File: config.mk
export PLATFORM = sky130hd
export DESIGN_NAME = bubble_cycle_gen
export DESIGN_NICKNAME = d
export VERILOG_FILES = /design/src/hw/bubble_geom_pkg.sv /design/src/hw/bubble_ctrl_pkg.sv /design/src/hw/bubble_cycle_gen.sv
export SDC_FILE = /design/constraint.sdc
export NUM_CORES = 1
export LEC_CHECK = 0
export ABC_AREA = 1
export CORE_MARGIN = 4
export CORE_UTILIZATION = 60
export DETAILED_ROUTE_END_ITERATION = 10
export DONT_BUFFER_PORTS = 1
export GPL_ROUTABILITY_DRIVEN = 0
export HOLD_SLACK_MARGIN = 0.02
export PLACE_DENSITY = 0.77
export SLEW_MARGIN = 20
export SYNTH_ARGS = -nofsm -noshare
export SYNTH_HDL_FRONTEND = slang
export SYNTH_SLANG_ARGS = --single-unit
File: constraint.sdc
create_clock -name mclk -period 1.6 [get_ports mclk]
set_clock_uncertainty 0.05 [all_clocks]
set_input_delay 0.24 -clock mclk [delete_from_list [all_inputs] [get_ports mclk]]
set_output_delay 0.24 -clock mclk [all_outputs]
set_load 0.01 [all_outputs]
File: src/hw/bubble_geom_pkg.sv
package bubble_geom_pkg;

    // Each output channel holds one bit per bubble position
    localparam int BUF_AW  = 13;   // Word address per channel buffer
    localparam int BIT_AW  = 14;   // Loader bit address, bit 0 picks the channel
    localparam int PAGE_AW = 10;   // Cycle number bits used inside a user page

    // Word map of each channel buffer
    //   0    .. 1327  bootloader bits
    //   1328 .. 1911  bad loop table
    //   1912 .. 4038  CRC area and filler
    //   4039 .. 4105  sync pattern
    //   4106 .. 7167  unused
    //   7168 .. 7751  user page
    //   8191          empty propagation line
    localparam int USER_BASE  = 7168;  // First word of the user page
    localparam int SYNC_FIRST = 4039;  // Zeros on D0 start here
    localparam int SYNC_ONE   = 4104;  // Single one on D0
    localparam int SYNC_LAST  = 4105;  // Don't care word, written as zero
    localparam int EMPTY_LINE = 8191;  // Read while no access runs

endpackage

File: src/hw/bubble_ctrl_pkg.sv
package bubble_ctrl_pkg;

    // Access codes as the bubble host sends them
    typedef enum logic [2:0] {
        ACC_NONE = 3'b000,
        ACC_BOOT = 3'b110,   // Bootloop read
        ACC_USER = 3'b111    // Single user page read
    } acc_type_e;

    localparam int BOOT_CYCLES = 4106;  // Ticks in a boot access
    localparam int USER_CYCLES = 584;   // Ticks in a user access
    localparam int BOUT_DIV    = 4;     // mclk cycles per output tick
    localparam int BOUT_DIV_W  = $clog2(BOUT_DIV);
    localparam int CYC_W       = 13;    // Bubble cycle number width

    typedef struct packed {
        acc_type_e acc;
    } acc_req_t;

    typedef struct packed {
        logic             active;  // Access in progress
        logic             tick;    // Launch one output bit
        acc_type_e        acc;     // Latched access type
        logic [CYC_W-1:0] num;     // Bubble cycle number of this tick
    } cycle_t;

    typedef struct packed {
        logic [10:0] addr;  // Byte address
        logic [7:0]  data;
    } load_byte_t;

    typedef struct packed {
        logic [bubble_geom_pkg::BIT_AW-1:0] addr;  // {word, channel}
        logic                               data;
    } buf_wr_t;

endpackage

File: src/hw/bubble_cycle_gen.sv
module bubble_cycle_gen
(
    input  logic                      mclk,
    input  logic                      rst_n,
    input  logic                      acc_start,
    input  bubble_ctrl_pkg::acc_req_t acc_req,
    output bubble_ctrl_pkg::cycle_t   cyc
);
    import bubble_ctrl_pkg::*;

    logic                  active_q;  // Access running
    acc_type_e             acc_q;     // Type of the running access
    logic [BOUT_DIV_W-1:0] div_q;     // Tick divider
    logic [CYC_W-1:0]      num_q;     // Current bubble cycle
    logic [CYC_W-1:0]      len;       // Ticks in this access
    logic                  tick;
    logic                  start_ok;

    assign len = (acc_q == ACC_BOOT) ? CYC_W'(BOOT_CYCLES) : CYC_W'(USER_CYCLES);
    assign tick = active_q && (div_q == BOUT_DIV_W'(BOUT_DIV - 1));

    // Only a real access type starts anything, and only from idle
    assign start_ok = acc_start && !active_q &&
                      ((acc_req.acc == ACC_BOOT) || (acc_req.acc == ACC_USER));

    always_ff @(posedge mclk)
    begin
        if (!rst_n)
        begin
            active_q <= 1'b0;
            acc_q    <= ACC_NONE;
            div_q    <= '0;
            num_q    <= '0;
        end
        else if (start_ok)
        begin
            active_q <= 1'b1;
            acc_q    <= acc_req.acc;
            div_q    <= '0;  // First tick BOUT_DIV cycles after the strobe
            num_q    <= '0;
        end
        else if (tick)
        begin
            div_q <= '0;
            if (num_q == len - CYC_W'(1))  // Last bit launched
            begin
                active_q <= 1'b0;
                acc_q    <= ACC_NONE;
                num_q    <= '0;
            end
            else
            begin
                num_q <= num_q + CYC_W'(1);
            end
        end
        else if (active_q)
        begin
            div_q <= div_q + BOUT_DIV_W'(1);
        end
    end

    assign cyc = '{active: active_q, tick: tick, acc: acc_q, num: num_q};

    // Counter stays inside the access length
    a_num_in_range: assert property (@(posedge mclk) disable iff (!rst_n)
        active_q |-> (num_q < len));

endmodule

### Word level (Yosys, flattened, before mapping)

Cells that the tools add are included.

| word-level totals | value |
|---|---|
| output and inout port bits | 18 |
| bits in registers | 19 |

| operators by class | value |
|---|---|
| equality and inequality tests | 5 |
| $add $sub $neg | 3 |
| bitwise gates (word level) | 1 |
| reduce and logical (&&, ||, !) cells | 10 |
| muxes and demuxes | 8 |

Operators by type and width:

| cell | count |
|---|---|
| two-way mux 13 bit | 2 |
| adder 13 x 1 -> 13 bit (second input constant) | 1 |
| == test 13 bit | 1 |
| subtractor 13 x 1 -> 13 bit (second input constant) | 1 |
| == test 3 bit (second input constant) | 3 |
| two-way mux 3 bit | 3 |
| nonzero test 2 bit | 2 |
| logical AND 1 bit | 3 |
| two-way mux 1 bit | 3 |
| OR reduction 3 bit | 1 |
| adder 2 x 1 -> 2 bit (second input constant) | 1 |
| == test 2 bit (second input constant) | 1 |
| AND reduction 2 bit | 1 |
| OR reduction 2 bit | 1 |
| logical NOT 1 bit | 1 |
| logical OR 1 bit | 1 |
| inverter 1 bit | 1 |

### Depth between registers and ports, before layout

Gate-level depths: netlist (run 1).

| depth | value |
|---|---|
| depth after elaboration | 7 |
| mapped depth | 8 |

### Worst setup path before layout (run 1)

Ideal clock, no wire load.

| path | value |
|---|---|
| kind | reg-to-reg |
| start | register num_q[1] |
| end | register num_q[10] |
| period minus slack after synthesis | 1.401 ns |
| data arrival time | 1.235 ns |
| stages on the path, launching flop included | 8 |
| path slack | 0.199 ns |
| library setup time | 0.116 ns |
| cells stage by stage | dfxtp_1 -> ha_1 -> nand2_1 -> nor2_4 -> nand2_2 -> nor3_1 -> xor2_1 -> nor2_1 |

| on the way | value |
|---|---|
| word-level cells in the longest chain between the ends | 2 |

RTL lines:

| element | line | text |
|---|---|---|
| start, declared | bubble_cycle_gen.sv:14 | `logic [CYC_W-1:0] num_q;` |
| start signal, assigned | bubble_cycle_gen.sv:53 | `num_q <= num_q + CYC_W'(1);` |
| adder 13 x 1 -> 13 bit or == test 13 bit (tied branches) | bubble_cycle_gen.sv:53, bubble_cycle_gen.sv:45 |  |
| two-way mux 13 bit * | bubble_cycle_gen.sv:45 | `if (num_q == len - CYC_W'(1))` |

Every way passes the cells marked *; elsewhere a longest branch is shown, timed or not.
A chain may end at the register's enable or synchronous reset.

==> results of run 1 <==
==> cell families (layout without fill, tap and decap cells) <==
logic type	after synthesis	count (layout)	synth area share
AO/OA/AOI/OAI	10	10	0.0523
adder cells (fa/ha/maj)	2	2	0.0262
buffers and inverters	17	23	0.0746
XOR/XNOR	9	9	0.0825
flip-flops	19	19	0.398
AND/OR/NAND/NOR	73	73	0.366
==> metal layers <==
metal	GRT usage	vias up	routed length [µm]
li1	-	426	-
met1	0.272	369	919
met2	0.306	23	964
met3	0.0564	4	126
met4	0.0645	0	29
met5	0	-	0
==> flip-flops by register name, indices dropped and copies added, names as in the netlist <==
| name | flops |
|---|---|
| num_q | 13 |
| div_q | 2 |
| acc_q | 3 |
| active_q | 1 |
==> through the flow <==
stage               setup slack, ps  utilization
finish                          112        0.689
CTS                            53.3        0.678
global placement                123        0.653
detailed placement             77.2        0.653
floorplan                       199            -
global route                   5.73        0.689
==> cell type report <==
| cell class | count | area (µm²) |
|---|---|---|
| clock inverters | 1 | 5.00 |
| clock buffers | 3 | 22.5 |
| repair buffers | 4 | 32.5 |
| flip-flops and latches | 19 | 385 |
| inverters | 15 | 58.8 |
| multi-input cells | 94 | 513 |
| fillers | 142 | 469 |
| well taps | 16 | 20.0 |
==> cells in the mapped netlist <==
| master | count | area (µm²) |
|---|---|---|
| nand2_1 | 28 | 105 |
| nor2_1 | 22 | 82.6 |
| dfxtp_1 | 19 | 380 |
| inv_1 | 14 | 52.6 |
| xor2_1 | 8 | 70.1 |
| a21oi_1 | 7 | 35.0 |
| nand3_1 | 7 | 35.0 |
| nand4_1 | 4 | 25.0 |
| nor3_1 | 3 | 15.0 |
| buf_4 | 2 | 15.0 |
| ha_1 | 2 | 25.0 |
| nand2_2 | 2 | 12.5 |
| nor2_4 | 2 | 22.5 |
| o21ai_0 | 2 | 10.0 |
| inv_2 | 1 | 3.75 |
| nand2_4 | 1 | 11.3 |
| nand4_2 | 1 | 12.5 |
| nor2_2 | 1 | 6.26 |
| nor3_2 | 1 | 10.0 |
| nor3b_2 | 1 | 12.5 |
| o21ai_1 | 1 | 5.00 |
| xnor2_1 | 1 | 8.76 |
==> timing repair <==
item                                    in CTS  in global routing
hold buffers                                 1                  0
resized for setup                            0                  7
endpoints found under the setup margin       0                  5
endpoints found under the hold margin        1                  0
==> critical path, stage by stage, from the launching register on <==
cell,delay (ps)
dfxtp_1,370
ha_1,200
nand2_4,110
inv_4,120
nand4_1,130
nor3_4,190
nand3_1,100
nand2_1,70
nor2_1,40
==> power by group <==
| part | switching (mW) | internal [mW] | total (mW) |
|---|---|---|---|
| Clock | 0.153 | 0.0932 | 0.246 |
| Sequential | 0.00942 | 0.480 | 0.490 |
| Combinational | 0.0225 | 0.0136 | 0.0361 |
| Total | 0.185 | 0.587 | 0.772 |
==> final timing paths <==
kind                          from                endpoint  slack [ps]  cells past startpoint
max          div_q[1]$_SDFFE_PP0P_  num_q[11]$_SDFFE_PP0P_         110                      8
min                          rst_n   active_q$_SDFFE_PN0P_          50                      2
max reg2reg  div_q[1]$_SDFFE_PP0P_  num_q[11]$_SDFFE_PP0P_         110                      8
min reg2reg  num_q[0]$_SDFFE_PP0P_   num_q[0]$_SDFFE_PP0P_         450                      2
==> results_dict.tcl, run 1 <==
set metrics [dict create \
    grt_max_degree 12 \
    ys_seq_area_frac 0.398 \
    cts.sink_count 19 \
    clk_latency_ps 300 \
    syn_inst 130 \
    core_region_area_um2 1510 \
    fin_cells 152 \
    ys_types 22 \
    maxCapViolations 0 \
    syn_avg_cell_area_um2 7.35 \
    endpoint_kind "flip-flop" \
    cp_data_required_time_ps 1750 \
    clk_pin_slew_worst_paths_ps 110 \
    die_x_um 47.9 \
    grt.total_usage 0.201 \
    slew_headroom 0.792 \
    dp_hpwl_um 1560 \
    critPathKind "flip-flop to flip-flop" \
    n_antenna_cell 0 \
    fin_crit_sh 0.930 \
    netlist_area_um2 956 \
    cts_root_buffer "clkbuf_4" \
    finalSetupTns_ps 0 \
    first_global_vias 757 \
    drv_slew 0 \
    drive_gt1_frac 0.162 \
    htreeDepth 1 \
    hold_class "input port to flip-flop" \
    synth_seq_cells 19 \
    worst_pin_slew_ps 311 \
    drtIter0Drc 16 \
    final_common_cell "nand2_1" \
    antenna_found_initial 0 \
    worstPathArrival_ps 1640 \
    hold_viol_final 0 \
    fin_nets 145 \
    dp_cells 147 \
    whs_ps 48.3 \
    routed_wl_um 2040 \
    syn_to_final_growth_pct 8.51 \
    cp_max_fo 7 \
    p_total_uw 772 \
    most-common-layout-cells "nand2_1 (28), nor2_1 (21), dfxtp_1 (15)" \
    die-area_um2 2300 \
    die_h_um 47.9 \
    startpoint_type "flip-flop" \
    cts_buffers 3 \
    wire_per_inst_um 13.4 \
    drtAntennaViolNets 0 \
    drc 0 \
    grt_first_pass_wirelength_um 3280 \
    status "finished, final reports clean" \
    grt.overflow.total 0 \
    setup_violations 0 \
    max_freq_mhz 672 \
    io_pins 24 \
    p_leak_nw 0.408 \
    final_area_um2 1040 \
    ys_warn_count 0 \
    num_vias 822 \
    firstDrtPassIters 4 \
    cts_tree "done" \
    viasPerCell 5.41 \
    rows 14 \
    cts_setup_buffers 0 \
    rsz0062_at_grt "no" \
    cts_buffer_depth 2 \
    ir_drop_v 0.000525 \
    port_buffers 0 \
    fin_crit_ps 1490 \
    start_util 0.635 \
    synth_nets 138 \
    placed_area_um2 983 \
    power_density_nw_per_um2 744 \
]
Power figures use the tool's default switching activity.
==> run 2: changes to the inputs <==
--- a/config.mk
+++ b/config.mk
@@ -5,14 +5,14 @@
 export SDC_FILE = /design/constraint.sdc
 export NUM_CORES = 1
 export LEC_CHECK = 0
-export ABC_AREA = 1
 export CORE_MARGIN = 4
-export CORE_UTILIZATION = 60
+export CORE_UTILIZATION = 59
 export DETAILED_ROUTE_END_ITERATION = 10
 export DONT_BUFFER_PORTS = 1
 export GPL_ROUTABILITY_DRIVEN = 0
 export HOLD_SLACK_MARGIN = 0.02
-export PLACE_DENSITY = 0.77
+export PLACE_DENSITY = 0.76
+export SETUP_SLACK_MARGIN = 0.4
 export SLEW_MARGIN = 20
 export SYNTH_ARGS = -nofsm -noshare
 export SYNTH_HDL_FRONTEND = slang
==> run 2 against run 1 <==
Hold slack worse by 7.2 ps. Critical path type unchanged. Non-clock buffer count rose by 19. Critical endpoint is now acc_q[0]$_SDFFE_PN0P_. Cell count shrank 8.6%. Sequential share of layout area fell by 3.6 points. The run now ends with negative setup slack left. First-iteration DRC count rose by 38%.
==> results_dict.tcl, run 2 <==
set metrics [dict create \
    critPathCapture "acc_q[0]$_SDFFE_PN0P_" \
    dp_hpwl_um 1570 \
    timing.rr.end "acc_q[0]$_SDFFE_PN0P_" \
    cp.depth 5 \
    synth_nets 106 \
    fin_cells 139 \
    die_x_um 47.1 \
    path_cells "or4b_4 > nor4_4 > o21ai_4 > nor2_1 > o21ai_0" \
    drc 0 \
    hold_class "input port to flip-flop" \
    cts_buffers 3 \
    endpoint_kind "flip-flop" \
    drtIter0Drc 22 \
    drtAntennaViolNets 0 \
    final_common_cell "buf_4" \
    first_global_vias 756 \
    power_density_nw_per_um2 672 \
    yosys-top-cells-count "dfxtp_1 (19), nor2_1 (14), nand2_1 (9), and3_1 (7), xor2_1 (6)" \
    violations "negative setup slack" \
    n_antenna_cell 0 \
    drive_gt1_frac 0.355 \
    critPathKind "flip-flop to flip-flop" \
    cp_data_required_time_ps 1730 \
    cts_buffer_depth 2 \
    yosysMostFrequentCell "dfxtp_1" \
    fin_crit_sh 1.09 \
    grt.overflow.total 0 \
    synth_top_area_frac 0.421 \
    clk_latency_ps 300 \
    fin_crit_ps 1740 \
    syn_inst 98 \
    cts.sink_count 19 \
    cts_tree "done" \
    ys_seq_area_frac 0.421 \
    setup_slack_ps -139 \
    num_vias 814 \
    path_buf_inv 0 \
    dp_cells 133 \
    io_pins 24 \
    max_freq_mhz 575 \
    register_area_um2 389 \
    rows 13 \
    start_util 0.661 \
    grt_first_pass_wirelength_um 3430 \
    cts_setup_buffers 0 \
    setup_violations 16 \
    synth_seq_cells 19 \
    grt.total_usage 0.217 \
    netlist_top_cells_area "dfxtp_1 (42%), nor2_1 (5.8%), xor2_1 (5.8%), and3_1 (4.8%), xnor2_1 (4.8%)" \
    p_total_uw 779 \
    syn_avg_cell_area_um2 9.22 \
    port_buffers 0 \
    rsz0062_at_grt "yes" \
    maxCapViolations 0 \
    viasPerCell 5.86 \
    startpoint_type "flip-flop" \
    ys_async_sr_fraction 0 \
    firstDrtPassIters 4 \
    synth_area_leader_cell "dfxtp_1" \
    power_frac_seq 0.624 \
    largest_reg_flops 13 \
    cpPeakStageDelay_ps 550 \
    r2r_setup_slack_ps -140 \
    power.switching_uw 183 \
    pwr-share-comb 0.059 \
    p_leak_nw 0.484 \
    wire_per_inst_um 16.4 \
    ys.flop_type "dfxtp_1" \
    multi_input_area_um2 534 \
    fillers 82 \
    r2r-start "num_q[8]$_SDFFE_PP0P_" \
    core_region_area_um2 1370 \
    ir_drop_v 0.000986 \
    htreeDepth 1 \
    top_register "num_q" \
    hold_viol_final 0 \
    cts_root_buffer "clkbuf_4" \
    clk_pin_slew_worst_paths_ps 120 \
    top_regs "num_q (13), acc_q (3), div_q (2)" \
    fin_nets 133 \
    ys_warn_count 0 \
    worst_pin_slew_ps 339 \
    syn_to_final_growth_pct 28.4 \
    critPathSlowestCell "or4b_4" \
    antenna_found_initial 0 \
    cp_max_fo 6 \
    critPathTopFamily "simple AND/OR/NAND/NOR gates" \
    status "complete, but fails checks" \
    clock_power_share 0.317 \
    die_h_um 47.1 \
    die-area_um2 2220 \
    grt_max_degree 12 \
    routed_wl_um 2270 \
    power.internal_uw 596 \
    slew_headroom 0.771 \
    synth_edf_count 0 \
    worstPathArrival_ps 1870 \
    netlist_area_um2 903 \
    drv_slew 0 \
    swShare 0.235 \
    startpoint "num_q[8]$_SDFFE_PP0P_" \
    reg2regPathDepth 5 \
    ys_types 28 \
    most-common-layout-cells "buf_4 (21), nor2_1 (13), dfxtp_1 (12)" \
]
-- run 2: changes by cell type in the layout (fill, tap and decap cells not counted), moves of 3 or more --
cell / previous run / this run
a21oi_1: 7 / 2
and3_1: 0 / 7
buf_4: 3 / 21
dfxtp_1: 15 / 12
dfxtp_2: 4 / 7
inv_1: 14 / 2
nand2_1: 28 / 8
nand4b_1: 0 / 3
nor2_1: 21 / 13
nor3_1: 3 / 0
xnor2_1: 1 / 5
-- run 2: worst min path at each step --
stage | startpoint | to | slack (ps) | depth (start not counted)
2_1_floorplan | acc_req[0] | acc_q[0]$_SDFFE_PN0P_ | 320 | 2
3_3_place_gp | acc_req[0] | acc_q[0]$_SDFFE_PN0P_ | 330 | 2
3_5_place_dp | rst_n | acc_q[1]$_SDFFE_PN0P_ | 340 | 2
4_1_cts | rst_n | acc_q[1]$_SDFFE_PN0P_ | 30 | 2
5_1_grt | rst_n | acc_q[2]$_SDFFE_PN0P_ | 30 | 2
6_report | acc_req[0] | acc_q[0]$_SDFFE_PN0P_ | 40 | 2
-- run 2: power by group through the flow --
stage	clock network, mW	logic, mW	registers (mW)
after floorplan	0	0.0224	0.498
after global placement	0	0.0381	0.495
after detailed placement	0	0.0393	0.495
after CTS	0.245	0.0423	0.486
after global routing	0.277	0.0507	0.487
final	0.247	0.0459	0.486
-- run 2: logic make-up (layout without fill, tap and decap cells) --
logic type,count (synthesis),in the layout,share of synthesized area
fa+ha+maj,2,2,0.0277
buf+inv,5,30,0.0291
mux,1,1,0.0111
xor+xnor,11,11,0.107
simple gates,50,50,0.325
compound gates,10,11,0.0790
flops,19,19,0.421
-- run 2: stage by stage --
step / setup slack (ps) / utilization / TNS [ps] / hold WS [ps] / area, µm²
after floorplan: -26.6 / - / -247 / 320 / 907
after global placement: -52.6 / 0.788 / -522 / 327 / 1080
after detailed placement: -103 / 0.788 / -967 / 338 / 1080
after CTS: -101 / 0.831 / -902 / 25.8 / 1130
after global routing: -193 / 0.849 / -2390 / 32.5 / 1160
final: -139 / 0.849 / -1410 / 41.0 / 1160
-- run 2: cell type report --
cell class,count,area share
Clock buffer,3,0.0194
Clock inverter,1,0.00432
Inverter,3,0.00971
Multi-Input combinational cell,75,0.461
Sequential cell,19,0.335
Tap cell,15,0.0162
Timing Repair Buffer,23,0.154
-- run 2: what timing repair did --
action,4_1_cts,5_1_grt
resized for setup,7,5
hold endpoints to repair,0,2
cloned,1,0
hold buffers,0,1
endpoints found under the setup margin,18,22
pin swaps,2,4
-- run 2: metal layers --
| layer | GRT usage | wire length, µm | vias up |
|---|---|---|---|
| met1 | 0.293 | 975 | 386 |
| met4 | 0.0663 | 13 | 0 |
| met5 | 0 | 0 | - |
| met3 | 0.0460 | 167 | 2 |
| li1 | - | - | 397 |
| met2 | 0.347 | 1120 | 29 |
==> run 3: changes to the inputs <==
--- a/config.mk
+++ b/config.mk
@@ -17,3 +17,4 @@
 export SYNTH_ARGS = -nofsm -noshare
 export SYNTH_HDL_FRONTEND = slang
 export SYNTH_SLANG_ARGS = --single-unit
+export TNS_END_PERCENT = 50
==> run 3 against run 2 <==
The run still ends with negative setup slack left. Register-to-register slack better by 80 ps. Fmax is 4.7% higher. Non-clock buffer count is 1 higher. Critical path type unchanged. Critical endpoint is now num_q[9]$_SDFFE_PP0P_.
==> results_dict.tcl, run 3 (synthesis gave the netlist of run 2 again) <==
set metrics [dict create \
    status "complete, but fails checks" \
    violations "negative setup slack" \
    drv_slew 0 \
    die_x_um 47.1 \
    hold_viol_final 0 \
    cts_root_buffer "clkbuf_4" \
    port_buffers 0 \
    drive_gt1_frac 0.328 \
    drtAntennaViolNets 0 \
    cts_buffers 3 \
    r2r-start "num_q[8]$_SDFFE_PP0P_" \
    drc 0 \
    cp_max_fo 7 \
    num_vias 802 \
    dp_hpwl_um 1560 \
    p_leak_nw 0.490 \
    critPathTopFamily "simple AND/OR/NAND/NOR gates" \
    placed_area_um2 1080 \
    max_freq_mhz 602 \
    hold_class "input port to flip-flop" \
    wire_per_inst_um 15.5 \
    n_antenna_cell 0 \
    grt.total_usage 0.215 \
    r2r_setup_slack_ps -60 \
    start_util 0.661 \
    dp_cells 133 \
    syn_to_final_growth_pct 30.1 \
    die-area_um2 2220 \
    endpoint_kind "flip-flop" \
    hold_path_end "acc_q[2]$_SDFFE_PN0P_" \
    cpPeakStageDelay_ps 540 \
    final_area_um2 1170 \
    most-common-layout-cells "buf_4 (21), dfxtp_1 (14), nor2_1 (13)" \
    routed_wl_um 2170 \
    fin_crit_sh 1.04 \
    maxCapViolations 0 \
    critPathKind "flip-flop to flip-flop" \
    ir_drop_v 0.000822 \
    top_register "num_q" \
    cts_tree "done" \
    rows 13 \
    grt_max_degree 12 \
    first_global_vias 766 \
    fin_cells 140 \
    firstDrtPassIters 4 \
    slew_headroom 0.777 \
    timing.rr.end "num_q[9]$_SDFFE_PP0P_" \
    path_cells "or4b_4 > nor4_4 > o21ai_4 > o21bai_4 > nor2_1" \
    critPathSlowestCell "or4b_4" \
    dp_worst_setup_slack_ps -112 \
    fin_nets 134 \
    core_region_area_um2 1370 \
    worstPathArrival_ps 1800 \
    drtIter0Drc 14 \
    die_h_um 47.1 \
    viasPerCell 5.73 \
    cp_data_required_time_ps 1740 \
    startpoint_type "flip-flop" \
    worst_pin_slew_ps 334 \
    grt.overflow.total 0 \
    fin_crit_ps 1660 \
    whs_path_depth 2 \
    setup_violations 14 \
    power_density_nw_per_um2 657 \
    cts.sink_count 19 \
    clk_latency_ps 290 \
    htreeDepth 1 \
    antenna_found_initial 0 \
    clk_pin_slew_worst_paths_ps 110 \
    worst_hold_startpoint "rst_n" \
    reg2regPathDepth 5 \
    final_common_cell "buf_4" \
    path_buf_inv 0 \
    rsz0062_at_grt "yes" \
    fillers 71 \
    grt_first_pass_wirelength_um 3360 \
    largest_reg_flops 13 \
    cts_buffer_depth 2 \
    p_total_uw 772 \
    top_regs "num_q (13), acc_q (3), div_q (2)" \
    io_pins 24 \
    setup_slack_ps -61.3 \
]
run 3: changes by cell type in the layout (fill, tap and decap cells not counted), moves of 2 or more:
cell,change
dfxtp_2,-2
o21ai_0,+2
dfxtp_1,+2
o21ai_1,-2
run 3: worst max-delay path by stage:
stage                           from                endpoint  depth (start not counted)  slack (ps)
6_report       num_q[8]$_SDFFE_PP0P_   num_q[9]$_SDFFE_PP0P_                          5         -60
5_1_grt        num_q[8]$_SDFFE_PP0P_   num_q[9]$_SDFFE_PP0P_                          5        -130
4_1_cts        num_q[8]$_SDFFE_PP0P_   num_q[5]$_SDFFE_PP0P_                          5         -50
3_5_place_dp   num_q[8]$_SDFFE_PP0P_   num_q[9]$_SDFFE_PP0P_                          5        -110
3_3_place_gp   num_q[8]$_SDFFE_PP0P_   num_q[9]$_SDFFE_PP0P_                          5         -70
2_1_floorplan  num_q[8]$_SDFFE_PP0P_  num_q[10]$_SDFFE_PP0P_                          5         -30
run 3: power breakdown:
| group | total, mW | switching, mW | leakage (nW) | internal [mW] |
|---|---|---|---|---|
| logic | 0.0453 | 0.0215 | 0.316 | 0.0238 |
| registers | 0.486 | 0.00560 | 0.156 | 0.480 |
| clock network | 0.241 | 0.148 | 0.0177 | 0.0930 |
| total | 0.772 | 0.175 | 0.490 | 0.597 |
run 3: routing by layer:
| metal | track usage | vias to the layer above | share of wire |
|---|---|---|---|
| met5 | 0 | - | 0 |
| met4 | 0.0663 | 0 | 0.0060 |
| met2 | 0.358 | 23 | 0.47 |
| li1 | - | 400 | - |
| met1 | 0.265 | 377 | 0.45 |
| met3 | 0.0690 | 2 | 0.070 |
run 3: layout make-up:
cell class,instances,area [µm²],area share
Clock buffer,3,22.5,0.0192
Clock inverter,1,5.00,0.00426
Inverter,3,13.8,0.0117
Multi-Input combinational cell,75,538,0.458
Sequential cell,19,387,0.329
Tap cell,15,18.8,0.0160
Timing Repair Buffer,24,190,0.162
run 3: stage by stage:
step	utilization	hold slack [ps]	setup TNS, ps
after floorplan	-	312	-247
after global placement	0.788	327	-662
after detailed placement	0.788	334	-1040
after CTS	0.848	22.5	-619
after global routing	0.860	24.8	-1460
final	0.860	29.4	-469
run 3: repair_timing:
item                                    in CTS  in global routing
endpoints found under the setup margin      18                 23
resized for setup                            9                  2
hold buffers                                 0                  1
gates cloned                                 1                  0
hold endpoints to repair                     0                  1
pin swaps                                    3                  9
buffers inserted                             1                  0
